--- config.mk ---
export PLATFORM = sky130hd
export DESIGN_NAME = sequencer_top
export DESIGN_NICKNAME = d
export VERILOG_FILES = /design/src/sched_pkg.sv /design/src/cmd_fifo.sv /design/src/time_base.sv /design/src/cmd_scheduler.sv /design/src/out_reg_bank.sv /design/src/sequencer_top.sv
export VERILOG_INCLUDE_DIRS = /design/src
export SDC_FILE = /design/constraint.sdc
export NUM_CORES = 1
export LEC_CHECK = 0
export BUFFER_PORTS_ARGS = -buffer_cell sky130_fd_sc_hd__buf_4
export CAP_MARGIN = 25
export CORE_UTILIZATION = 55
export DETAILED_ROUTE_END_ITERATION = 8
export PLACE_DENSITY = 0.74
export SLEW_MARGIN = 20
export SYNTH_ARGS = -nofsm -noshare
export SYNTH_HDL_FRONTEND = slang
export SYNTH_SLANG_ARGS = --single-unit
--- constraint.sdc ---
create_clock -name clk -period 11.2 [get_ports clk]
set_input_delay 2.24 -clock clk [delete_from_list [all_inputs] [get_ports clk]]
set_output_delay 2.24 -clock clk [all_outputs]
set_load 0.005 [all_outputs]
--- src/sched_defines.svh ---
`ifndef SCHED_DEFINES_SVH
`define SCHED_DEFINES_SVH

`default_nettype none

// commands held in the command fifo, power of two
`define SCHED_FIFO_DEPTH 8

// clocks per time-base step
`define SCHED_TICK_DIV 4

// number of 32-bit output registers on the bus
`define SCHED_NUM_OUT 4

// a command to this address clears the time base
`define SCHED_CTRL_ADDR 16'hFFFF

`default_nettype wire

`endif

--- src/sched_pkg.sv ---
`default_nettype none

package sched_pkg;

	// one host command, stamp in the top bits
	typedef struct packed {
		logic [31:0] stamp;
		logic [15:0] addr;
		logic [31:0] data;
	} sched_cmd_t;

	// external command bus toward the devices
	typedef struct packed {
		logic [15:0] addr;
		logic [31:0] data;
		logic        en;
		logic        wr;
		// never raised, reads are not supported
		logic        rd;
	} cmd_bus_t;

endpackage

`default_nettype wire

--- src/cmd_fifo.sv ---
`timescale 1ns/10ps
`include "sched_defines.svh"
`default_nettype none

module cmd_fifo import sched_pkg::*; (
	input  logic       clk,
	input  logic       rst,
	input  logic       push,
	input  sched_cmd_t din,
	input  logic       rd_en,
	output sched_cmd_t dout,
	output logic       empty,
	output logic       full,
	output logic       valid
);

	localparam int DEPTH = `SCHED_FIFO_DEPTH;
	localparam int AW = $clog2(DEPTH);
	localparam logic [AW:0] FULL_CNT = DEPTH[AW:0];

	sched_cmd_t    mem [DEPTH];
	logic [AW-1:0] wr_ptr;
	logic [AW-1:0] rd_ptr;
	logic [AW:0]   count;
	logic          do_push;
	logic          do_pop;

	assign empty = (count == '0);
	assign full = (count == FULL_CNT);

	// a push into a full fifo is dropped
	assign do_push = push && !full;
	assign do_pop = rd_en && !empty;

	always_ff @(posedge clk or posedge rst) begin
		if (rst) begin
			wr_ptr <= '0;
			rd_ptr <= '0;
			count <= '0;
			valid <= 1'b0;
		end else begin
			// read data shows up one cycle after an accepted read
			valid <= do_pop;
			if (do_push)
				wr_ptr <= wr_ptr + 1'b1;
			if (do_pop)
				rd_ptr <= rd_ptr + 1'b1;
			case ({do_push, do_pop})
				2'b10: count <= count + 1'b1;
				2'b01: count <= count - 1'b1;
				default: count <= count;
			endcase
		end
	end

	// storage and registered read port
	always_ff @(posedge clk) begin
		if (do_push)
			mem[wr_ptr] <= din;
		if (do_pop)
			dout <= mem[rd_ptr];
	end

endmodule

`default_nettype wire

--- src/time_base.sv ---
`timescale 1ns/10ps
`include "sched_defines.svh"
`default_nettype none

module time_base (
	input  logic        clk,
	input  logic        rst,
	input  logic        time_clear,
	output logic [31:0] current_time
);

	localparam int DIV = `SCHED_TICK_DIV;
	localparam int PW = (DIV > 1) ? $clog2(DIV) : 1;
	localparam int LAST_I = DIV - 1;
	localparam logic [PW-1:0] LAST = LAST_I[PW-1:0];

	logic [PW-1:0] prescale;
	logic          tick;

	// last clock of a prescale period
	assign tick = (prescale == LAST);

	always_ff @(posedge clk or posedge rst) begin
		if (rst) begin
			prescale <= '0;
			current_time <= '0;
		end else if (time_clear) begin
			// re-base the schedule
			prescale <= '0;
			current_time <= '0;
		end else if (tick) begin
			prescale <= '0;
			current_time <= current_time + 32'd1;
		end else begin
			prescale <= prescale + 1'b1;
		end
	end

endmodule

`default_nettype wire

--- src/cmd_scheduler.sv ---
`timescale 1ns/10ps
`include "sched_defines.svh"
`default_nettype none

module cmd_scheduler import sched_pkg::*; (
	input  logic        clk,
	input  logic        rst,
	input  logic [31:0] current_time,
	input  sched_cmd_t  fifo_dout,
	input  logic        fifo_empty,
	input  logic        fifo_valid,
	output logic        fifo_rd_en,
	output cmd_bus_t    cmd_bus,
	output logic        time_clear
);

	localparam logic [1:0] ST_IDLE = 2'd0;
	localparam logic [1:0] ST_FETCH = 2'd1;
	localparam logic [1:0] ST_FIFO_WAIT = 2'd2;
	localparam logic [1:0] ST_EXEC = 2'd3;

	logic [1:0] state;
	logic [1:0] next_state;
	sched_cmd_t cmd_q;
	logic       cmd_load;
	logic       cmd_clear;
	logic       due;
	logic       is_ctrl;
	logic       fire;

	// command is due once the time base catches up with its stamp
	assign due = (current_time >= cmd_q.stamp);
	assign is_ctrl = (cmd_q.addr == `SCHED_CTRL_ADDR);

	always_ff @(posedge clk or posedge rst) begin
		if (rst)
			state <= ST_IDLE;
		else
			state <= next_state;
	end

	// next state and unregistered strobes
	always_comb begin
		next_state = state;
		fifo_rd_en = 1'b0;
		cmd_load = 1'b0;
		fire = 1'b0;
		case (state)
			ST_IDLE: begin
				next_state = ST_FETCH;
			end
			ST_FETCH: begin
				if (!fifo_empty) begin
					fifo_rd_en = 1'b1;
					next_state = ST_FIFO_WAIT;
				end
			end
			ST_FIFO_WAIT: begin
				// fifo data arrives on this cycle
				cmd_load = 1'b1;
				next_state = fifo_valid ? ST_EXEC : ST_FETCH;
			end
			ST_EXEC: begin
				if (due) begin
					fire = 1'b1;
					next_state = ST_FETCH;
				end
			end
			default: begin
				next_state = ST_IDLE;
			end
		endcase
	end

	assign cmd_clear = fire;

	// command register, emptied once the command has fired
	always_ff @(posedge clk) begin
		if (cmd_clear)
			cmd_q <= '0;
		else if (cmd_load && fifo_valid)
			cmd_q <= fifo_dout;
	end

	// control commands clear the time base instead of writing the bus
	assign time_clear = fire && is_ctrl;

	assign cmd_bus.addr = cmd_q.addr;
	assign cmd_bus.data = cmd_q.data;
	assign cmd_bus.en = fire && !is_ctrl;
	assign cmd_bus.wr = fire && !is_ctrl;
	assign cmd_bus.rd = 1'b0;

endmodule

`default_nettype wire

--- src/out_reg_bank.sv ---
`timescale 1ns/10ps
`include "sched_defines.svh"
`default_nettype none

module out_reg_bank import sched_pkg::*; (
	input  logic                             clk,
	input  logic                             rst,
	input  cmd_bus_t                         cmd_bus,
	output logic [`SCHED_NUM_OUT-1:0][31:0]  out_regs
);

	localparam int NUM = `SCHED_NUM_OUT;

	logic           bus_write;
	logic [NUM-1:0] sel;

	assign bus_write = cmd_bus.en && cmd_bus.wr;

	// one-hot address decode, addresses past the bank select nothing
	always_comb begin
		for (int i = 0; i < NUM; i++) begin
			sel[i] = bus_write && (cmd_bus.addr == 16'(i));
		end
	end

	always_ff @(posedge clk or posedge rst) begin
		if (rst) begin
			out_regs <= '0;
		end else begin
			for (int i = 0; i < NUM; i++) begin
				if (sel[i])
					out_regs[i] <= cmd_bus.data;
			end
		end
	end

endmodule

`default_nettype wire

--- src/sequencer_top.sv ---
`timescale 1ns/10ps
`include "sched_defines.svh"
`default_nettype none

module sequencer_top import sched_pkg::*; (
	input  logic                             clk,
	input  logic                             rst,
	input  logic                             cmd_push,
	input  sched_cmd_t                       cmd_in,
	output logic                             cmd_full,
	output cmd_bus_t                         cmd_bus,
	output logic [31:0]                      current_time,
	output logic [`SCHED_NUM_OUT-1:0][31:0]  out_regs
);

	sched_cmd_t fifo_dout;
	logic       fifo_empty;
	logic       fifo_valid;
	logic       fifo_rd_en;
	logic       time_clear;

	// host command queue
	cmd_fifo u_cmd_fifo (
		.clk   (clk),
		.rst   (rst),
		.push  (cmd_push),
		.din   (cmd_in),
		.rd_en (fifo_rd_en),
		.dout  (fifo_dout),
		.empty (fifo_empty),
		.full  (cmd_full),
		.valid (fifo_valid)
	);

	time_base u_time_base (
		.clk          (clk),
		.rst          (rst),
		.time_clear   (time_clear),
		.current_time (current_time)
	);

	cmd_scheduler u_cmd_scheduler (
		.clk          (clk),
		.rst          (rst),
		.current_time (current_time),
		.fifo_dout    (fifo_dout),
		.fifo_empty   (fifo_empty),
		.fifo_valid   (fifo_valid),
		.fifo_rd_en   (fifo_rd_en),
		.cmd_bus      (cmd_bus),
		.time_clear   (time_clear)
	);

	// devices on the external bus
	out_reg_bank u_out_reg_bank (
		.clk      (clk),
		.rst      (rst),
		.cmd_bus  (cmd_bus),
		.out_regs (out_regs)
	);

endmodule

`default_nettype wire

==> reports/qor.log, run 1 <==
INFO  clocking       cts_root_buffer=clkbuf_16
INFO  placed_design  placement.io_buffers=293
INFO  power          power.density=244nW/µm²
INFO  grt            globalRoute.totalOverflow=0
INFO  clocking       cts_tree=done
INFO  clocking       cts_hold_buf=0
INFO  timing         setup_viol=0
INFO  floorplanning  core-area=67300µm²
INFO  route          drcViolationCount=0
INFO  floorplanning  die_w=263µm
INFO  floorplanning  io_pins=295
INFO  logic_synthesis sequential_share_of_the_synthesized_area=0.736
INFO  critical_path  worst_setup_path_start_kind=flop
INFO  placed_design  placement.setup.worst_slack=6.18ns
INFO  logic_synthesis synth_cell_type_count=51
INFO  placed_design  place_inst=3103
INFO  timing         final_hold_viol_count=0
INFO  timing         finalClockSkew=0.0301ns
INFO  logic_synthesis syn_nets=2173
INFO  floorplanning  core.rowCount=95
INFO  route          number_of_drc_markers_in_iteration_0=1766
INFO  critical_path  critPathRequiredTime=8.96ns
INFO  critical_path  r2r_slack=7.48ns
INFO  placed_design  replace_congestion=0.869
INFO  clocking       post-cts-setup-buffers=0
INFO  layout         synthToLayoutAreaGrowth=16.5%
INFO  floorplanning  initial_core_util=0.557
INFO  grt            grtUsageTotal=0.234
INFO  grt            first_global_vias=19900
INFO  timing         timing_worst_slew_pin_value=1.03ns
INFO  logic_synthesis yosys_warnings=0
INFO  timing         fin_setup_tns=0ns
INFO  clocking       tritoncts_num_sinks=975
INFO  timing         max_clock_freq=0.175GHz
INFO  route          drt_pass1_iterations=5
INFO  clocking       post_cts_resized=0
INFO  route          totalWireLength=80.4mm
INFO  critical_path  crit_type=reg -> out
INFO  job            drv_cap=0
INFO  logic_synthesis synth_top_cells_by_area=edfxtp_1 (58%), dfrtp_1 (12%), mux4_2 (9.6%), mux2_2 (5.9%), dfxtp_1 (4.3%)
INFO  timing         final_period_demand_of_the_worst_path=5.70ns
INFO  grt            global_route_wire_length_before_repair=121mm
INFO  hold_path      hold_class=reg -> reg
INFO  logic_synthesis cell_area_after_synthesis=37500µm²
INFO  timing         final-max-slew-violation-count=0
INFO  layout         drive_gt1_frac=0.354
INFO  floorplanning  design.die.area=69200µm²
INFO  route          vias=19200
INFO  logic_synthesis synth_top_flop_cell=edfxtp_1
INFO  route          vias_per_cell=5.82
INFO  logic_synthesis post_synth.cell_area_avg=18.3µm²
INFO  logic_synthesis synth_top_area_cell=edfxtp_1
INFO  logic_synthesis synth-seq-cells=975
INFO  critical_path  endpoint_kind=output port
INFO  floorplanning  die_height=263µm
INFO  route          routed_wire_length_per_instance=24.4µm
INFO  timing         rsz0062_at_grt=no
INFO  clocking       clock_path_buffers=3
INFO  layout         nets=2458
INFO  grt            antenna_found_initial=11
INFO  power          peakVddDrop=178µV
INFO  status         status=finished, final reports clean
INFO  clocking       cts-htree-levels=3
INFO  power          power_leakage=16.5nW
INFO  logic_synthesis syn_inst=2046
INFO  timing         fin_ws=5.50ns
INFO  clocking       clkSlewWorstSetupHoldPaths=0.06ns
INFO  logic_synthesis synth_edf_count=720
INFO  timing         slew_headroom=0.311
INFO  grt            maximum_number_of_pins_on_one_net_before_global_route_repair=124
INFO  clocking       numCtsBuffers=97
INFO  critical_path  timing.critical_path.fanout_max=5
INFO  route          detail-route-antenna-nets=0
INFO  timing         final_min_period_over_clock_period=0.509
INFO  layout         stdcell_count=3294
INFO  clocking       clock_latency_reported_for_the_late_side_of_the_worst_skew_pair=0.66ns
INFO  logic_synthesis postSynth.asyncResetShare=0.179
INFO  placed_design  detailedPlacementHpwl=47.6mm
INFO  critical_path  critPathArrivalTime=3.46ns
INFO  logic_synthesis synthDominantCellAreaShare=0.576
-- flip-flops by register name, summed over array words and instances, names as in the netlist --
name,count
u_cmd_fifo.mem,640
u_cmd_fifo.rd_ptr,3
u_out_reg_bank.out_regs,128
u_cmd_fifo.dout,80
u_cmd_scheduler.cmd_q,32
u_time_base.current_time,32
u_cmd_fifo.wr_ptr,3
u_cmd_scheduler.cmd_bus,48
u_cmd_fifo.count,4
u_cmd_scheduler.state,2
u_cmd_fifo.valid,1
u_time_base.prescale,2
-- final cells by class --
class	count	area, µm²
Timing Repair Buffer	325	2500
Inverter	42	164
Multi-Input combinational cell	890	9000
Antenna cell	8	20.0
Fill cell	4440	23600
Clock inverter	54	483
Clock buffer	127	2820
Sequential cell	975	27600
Tap cell	873	1090
-- worst paths after layout --
kind	from	to	cells after the start
worst max-delay path	u_time_base.current_time[0]$_DFFE_PP0P_	cmd_bus[2]	9
worst min-delay path	u_time_base.prescale[0]$_DFF_PP0_	u_time_base.prescale[0]$_DFF_PP0_	1
worst max register to register	u_time_base.current_time[14]$_DFFE_PP0P_	u_cmd_scheduler.cmd_bus[4]$_SDFFE_PP0P_	9
worst min register to register	u_time_base.prescale[0]$_DFF_PP0_	u_time_base.prescale[0]$_DFF_PP0_	1
max in group asynchronous	rst	u_out_reg_bank.out_regs[122]$_DFFE_PP0P_	4
min in group asynchronous	rst	u_time_base.current_time[11]$_DFFE_PP0P_	2
-- through the flow --
step	hold WS, ns	area, µm²	power, mW	utilization
floorplan	0.415	37500	6.79	-
global placement	0.427	40300	7.39	0.599
detailed placement	0.434	40300	7.47	0.599
CTS	0.445	43600	10.8	0.648
global route	0.462	43700	11.1	0.649
finish	0.441	43700	10.7	0.650
-- layer usage --
| metal | GRT usage | routed length [µm] | vias to the layer above |
|---|---|---|---|
| li1 | - | - | 8370 |
| met1 | 0.315 | 33900 | 9994 |
| met2 | 0.388 | 39600 | 689 |
| met3 | 0.0458 | 5190 | 102 |
| met4 | 0.0732 | 1670 | 6 |
| met5 | 0 | 40 | - |
-- cells in the mapped netlist (all sizes together), types with 4 or more instances --
cell type	n
a21oi	91
and3	4
and2	5
nor2	52
mux2	208
inv	41
nand2b	4
buf	83
ha	43
dfrtp	175
nand3	7
nand2	197
edfxtp	720
xnor2	21
nor4	9
nor3	13
clkbuf	56
mux4	160
nand4	16
o21ai	9
dfxtp	80
xor2	18
-- placed cells by master, fill, tap and decap left out, types with 43 or more instances in the layout --
cell / netlist / final
a21oi_1: 91 / 91
mux2_2: 198 / 198
buf_4: 51 / 320
dfxtp_1: 80 / 80
nor2_1: 52 / 49
ha_1: 43 / 43
nand2_1: 197 / 196
edfxtp_1: 720 / 720
mux4_2: 160 / 160
dfrtp_1: 175 / 172
clkbuf_16: 0 / 108
-- worst max-delay path, stage by stage, from the launching register on --
cell and delay [ns]:
dfrtp_1 0.43, inv_1 0.07, ha_1 0.28, nand2b_1 0.13, a2111oi_0 0.58, nor4b_1 0.16, o31ai_1 0.58, a21boi_4 0.20
nor2b_1 0.20, buf_4 0.19
-- where the power goes --
group / internal, mW / switching, mW / leakage, nW
Clock: 1.94 / 1.34 / 1.62
Combinational: 1.12 / 1.15 / 5.18
Sequential: 4.70 / 0.438 / 9.65
Total: 7.76 / 2.92 / 16.5
-- logic make-up (layout without fill, tap and decap cells) --
| group | Yosys count | after routing | synth area share |
|---|---|---|---|
| compound gates | 117 | 117 | 0.0184 |
| xor+xnor | 39 | 39 | 0.00911 |
| fa+ha+maj | 44 | 44 | 0.0149 |
| buf+inv | 181 | 548 | 0.0260 |
| flops | 975 | 975 | 0.736 |
| mux | 371 | 371 | 0.159 |
| other cells | 1 | 9 | 0.000100 |
| simple gates | 318 | 318 | 0.0363 |
Note: power is estimated with default switching activity, not from simulation.
==> run 2: changes to the inputs <==
==> constraint.sdc (replaced) <==
create_clock -name clk -period 5.25 [get_ports clk]
set_input_delay 1.05 -clock clk [delete_from_list [all_inputs] [get_ports clk]]
set_output_delay 1.05 -clock clk [all_outputs]
set_load 0.005 [all_outputs]
==> reports/qor.log, run 2 (same netlist as run 1, synthesis figures left out) <==
INFO  floorplanning  die_w=263µm [unchanged]
INFO  grt            antenna_found_initial=12 [was 11]
INFO  critical_path  crit_startpoint=u_time_base.current_time[0]$_DFFE_PP0P_ [unchanged]
INFO  layout         synthToLayoutAreaGrowth=16.7% [was 16.5%]
INFO  power          combPwrFrac=0.213 [was 0.212]
INFO  timing         fin_ws=0.738ns [was 5.50 ns]
INFO  critical_path  critPathArrivalTime=3.46ns [about the same]
INFO  critical_path  timing.critical_path.slowest_stage_cell=a2111oi_0 [unchanged]
INFO  power          total_power=22.9mW [was 10.7 mW]
INFO  critical_path  worst_setup_path_start_kind=flop [unchanged]
INFO  layout         layout_common_cells=edfxtp_1 (720), buf_4 (319), mux2_2 (198) [was edfxtp_1 (720), buf_4 (320), mux2_2 (198)]
INFO  timing         final-max-slew-violation-count=0 [unchanged]
INFO  power          peakVddDrop=422µV [was 178 µV]
INFO  timing         final_period_demand_of_the_worst_path=4.51ns
INFO  critical_path  critPathMaxStageDelay=0.62ns [was 0.58 ns]
INFO  clocking       clock_path_buffers=3 [unchanged]
INFO  clocking       post_cts_resized=0 [unchanged]
INFO  grt            first_global_vias=19900 [about the same]
INFO  grt            maximum_number_of_pins_on_one_net_before_global_route_repair=176 [was 124]
INFO  grt            globalRoute.totalOverflow=0 [unchanged]
INFO  floorplanning  initial_core_util=0.557 [unchanged]
INFO  timing         timing_worst_slew_pin_value=1.03ns [about the same]
INFO  power          power.density=522nW/µm² [was 244 nW/µm²]
INFO  route          drcViolationCount=0 [unchanged]
INFO  clocking       cts_root_buffer=clkbuf_16 [unchanged]
INFO  critical_path  crit_family=compound AO/OA/AOI/OAI gates [unchanged]
INFO  route          detail-route-antenna-nets=0 [unchanged]
INFO  layout         stdcell_count=3293 [was 3294]
INFO  clocking       post-cts-setup-buffers=0 [unchanged]
INFO  layout         nets=2460 [was 2458]
INFO  power          reported_net_switching_power=6.20mW [was 2.92 mW]
INFO  floorplanning  design.die.area=69200µm² [unchanged]
INFO  route          number_of_drc_markers_in_iteration_0=1299 [was 1766]
INFO  timing         finalClockSkew=0.0213ns [was 0.0301 ns]
INFO  layout         drive_gt1_frac=0.354 [about the same]
INFO  power          switching_share=0.271 [was 0.273]
INFO  critical_path  worst_setup_path_endpoint=cmd_bus[2] [unchanged]
INFO  layout         largest-register=u_cmd_fifo.mem [unchanged]
INFO  timing         final_min_period_over_clock_period=0.860
INFO  timing         max_clock_freq=0.222GHz
INFO  power          power_leakage=16.5nW [about the same]
INFO  floorplanning  core-area=67300µm² [unchanged]
INFO  clocking       numCtsBuffers=96 [was 97]
INFO  critical_path  timing.critical_path.buf_inv=2 [unchanged]
INFO  critical_path  r2r-end=u_cmd_scheduler.cmd_bus[14]$_SDFFE_PP0P_ [was u_cmd_scheduler.cmd_bus[4]$_SDFFE_PP0P_]
INFO  route          drt_pass1_iterations=5 [unchanged]
INFO  timing         slew_headroom=0.311 [about the same]
INFO  grt            global_route_wire_length_before_repair=121mm [about the same]
INFO  clocking       cts-htree-levels=3 [unchanged]
INFO  clocking       cts_tree=done [unchanged]
INFO  hold_path      hold-path-cell-count=1 [unchanged]
INFO  grt            grtUsageTotal=0.232 [was 0.234]
INFO  placed_design  placement.io_buffers=293 [unchanged]
INFO  route          totalWireLength=79.1mm [was 80.4 mm]
INFO  status         status=finished, final reports clean [unchanged]
INFO  critical_path  r2r_start=u_time_base.current_time[26]$_DFFE_PP0P_ [was u_time_base.current_time[14]$_DFFE_PP0P_]
INFO  route          vias_per_cell=5.81 [was 5.82]
INFO  power          internal_power=16.7mW [was 7.76 mW]
INFO  clocking       tritoncts_num_sinks=975 [unchanged]
INFO  clocking       clock_latency_reported_for_the_late_side_of_the_worst_skew_pair=0.65ns [was 0.66 ns]
INFO  critical_path  endpoint_kind=output port [unchanged]
INFO  layout         layout_top_registers=u_cmd_fifo.mem: 640 flops, u_out_reg_bank.out_regs: 128 flops, u_cmd_fifo.dout: 80 flops [unchanged]
INFO  floorplanning  core.rowCount=95 [unchanged]
INFO  route          routed_wire_length_per_instance=24.0µm [was 24.4 µm]
INFO  power          pwr-share-clk=0.308 [was 0.307]
INFO  critical_path  r2r_slack=1.68ns [was 7.48 ns]
INFO  floorplanning  io_pins=295 [unchanged]
INFO  job            drv_cap=0 [unchanged]
INFO  critical_path  critPathRequiredTime=4.20ns [was 8.96 ns]
INFO  layout         most_common_cell_after_layout_fill_and_taps_aside=edfxtp_1 [unchanged]
INFO  critical_path  r2r.worst_path.cells=9 [unchanged]
INFO  placed_design  place_inst=3108 [was 3103]
INFO  clocking       clkSlewWorstSetupHoldPaths=0.06ns [about the same]
INFO  placed_design  placement.setup.worst_slack=1.35ns [was 6.18 ns]
INFO  hold_path      hold_class=reg -> reg [unchanged]
INFO  placed_design  detailedPlacementHpwl=45.7mm [was 47.6 mm]
INFO  clocking       cts_hold_buf=0 [unchanged]
INFO  power          pwr-share-seq=0.479 [was 0.481]
INFO  critical_path  timing.critical_path.fanout_max=6 [was 5]
INFO  critical_path  series_of_cell_instances_along_the_critical_path=inv_1 -> ha_1 -> nand2b_1 -> a2111oi_0 -> nor4b_1 -> o31ai_1 -> a21boi_4 -> nor2b_1 -> buf_4 [unchanged]
INFO  floorplanning  die_height=263µm [unchanged]
INFO  critical_path  crit_type=reg -> out [unchanged]
INFO  timing         rsz0062_at_grt=no [unchanged]
INFO  route          vias=19100 [was 19200]
INFO  critical_path  crit_cells=9 [unchanged]
INFO  timing         final_hold_viol_count=0 [unchanged]
INFO  layout         largest_register_ff_count=640 [unchanged]
INFO  timing         setup_viol=0 [unchanged]
INFO  placed_design  replace_congestion=0.847 [was 0.869]
==> run 2: power groups by stage <==
stage / logic [mW] / clock network (mW) / registers (mW)
finish: 4.86 / 7.05 / 11.0
global route: 5.30 / 7.45 / 11.1
CTS: 4.97 / 7.17 / 11.0
detailed placement: 4.92 / 0 / 11.1
global placement: 4.78 / 0 / 11.1
floorplan: 3.81 / 0 / 10.7
==> run 2: routing by layer <==
layer	GRT usage	vias up	wire length [µm]
met5	0	-	42
met4	0.0729	6	1710
met3	0.0430	116	5360
met2	0.379	659	39000
met1	0.320	9989	33000
li1	-	8366	-
==> run 2: cell type report <==
cell class              instances  area (µm²)
diodes                          6        15.0
clock inverters                45         576
flip-flops and latches        975       27600
clock buffers                 134        2720
fillers                      4413       23500
well taps                     873        1090
repair buffers                328        2580
multi-input cells             890        9010
inverters                      42         163
==> run 2: per-stage QoR <==
| step | util | setup TNS (ns) | hold WS (ns) | cell area [µm²] |
|---|---|---|---|---|
| floorplan | - | -635.19 | 0.415 | 37500 |
| global placement | 0.601 | 0 | 0.426 | 40400 |
| detailed placement | 0.601 | 0 | 0.438 | 40500 |
| CTS | 0.650 | 0 | 0.446 | 43800 |
| global route | 0.651 | 0 | 0.469 | 43800 |
| finish | 0.651 | 0 | 0.444 | 43800 |
==> run 2: worst min-delay path by stage <==
stage | to | slack [ns] | startpoint
detailed placement | u_time_base.prescale[0]$_DFF_PP0_ | 0.44 | u_time_base.prescale[0]$_DFF_PP0_
global route | u_time_base.prescale[0]$_DFF_PP0_ | 0.47 | u_time_base.prescale[0]$_DFF_PP0_
CTS | u_time_base.prescale[0]$_DFF_PP0_ | 0.45 | u_time_base.prescale[0]$_DFF_PP0_
floorplan | u_time_base.prescale[0]$_DFF_PP0_ | 0.41 | u_time_base.prescale[0]$_DFF_PP0_
finish | u_time_base.prescale[0]$_DFF_PP0_ | 0.44 | u_time_base.prescale[0]$_DFF_PP0_
global placement | u_time_base.prescale[0]$_DFF_PP0_ | 0.43 | u_time_base.prescale[0]$_DFF_PP0_
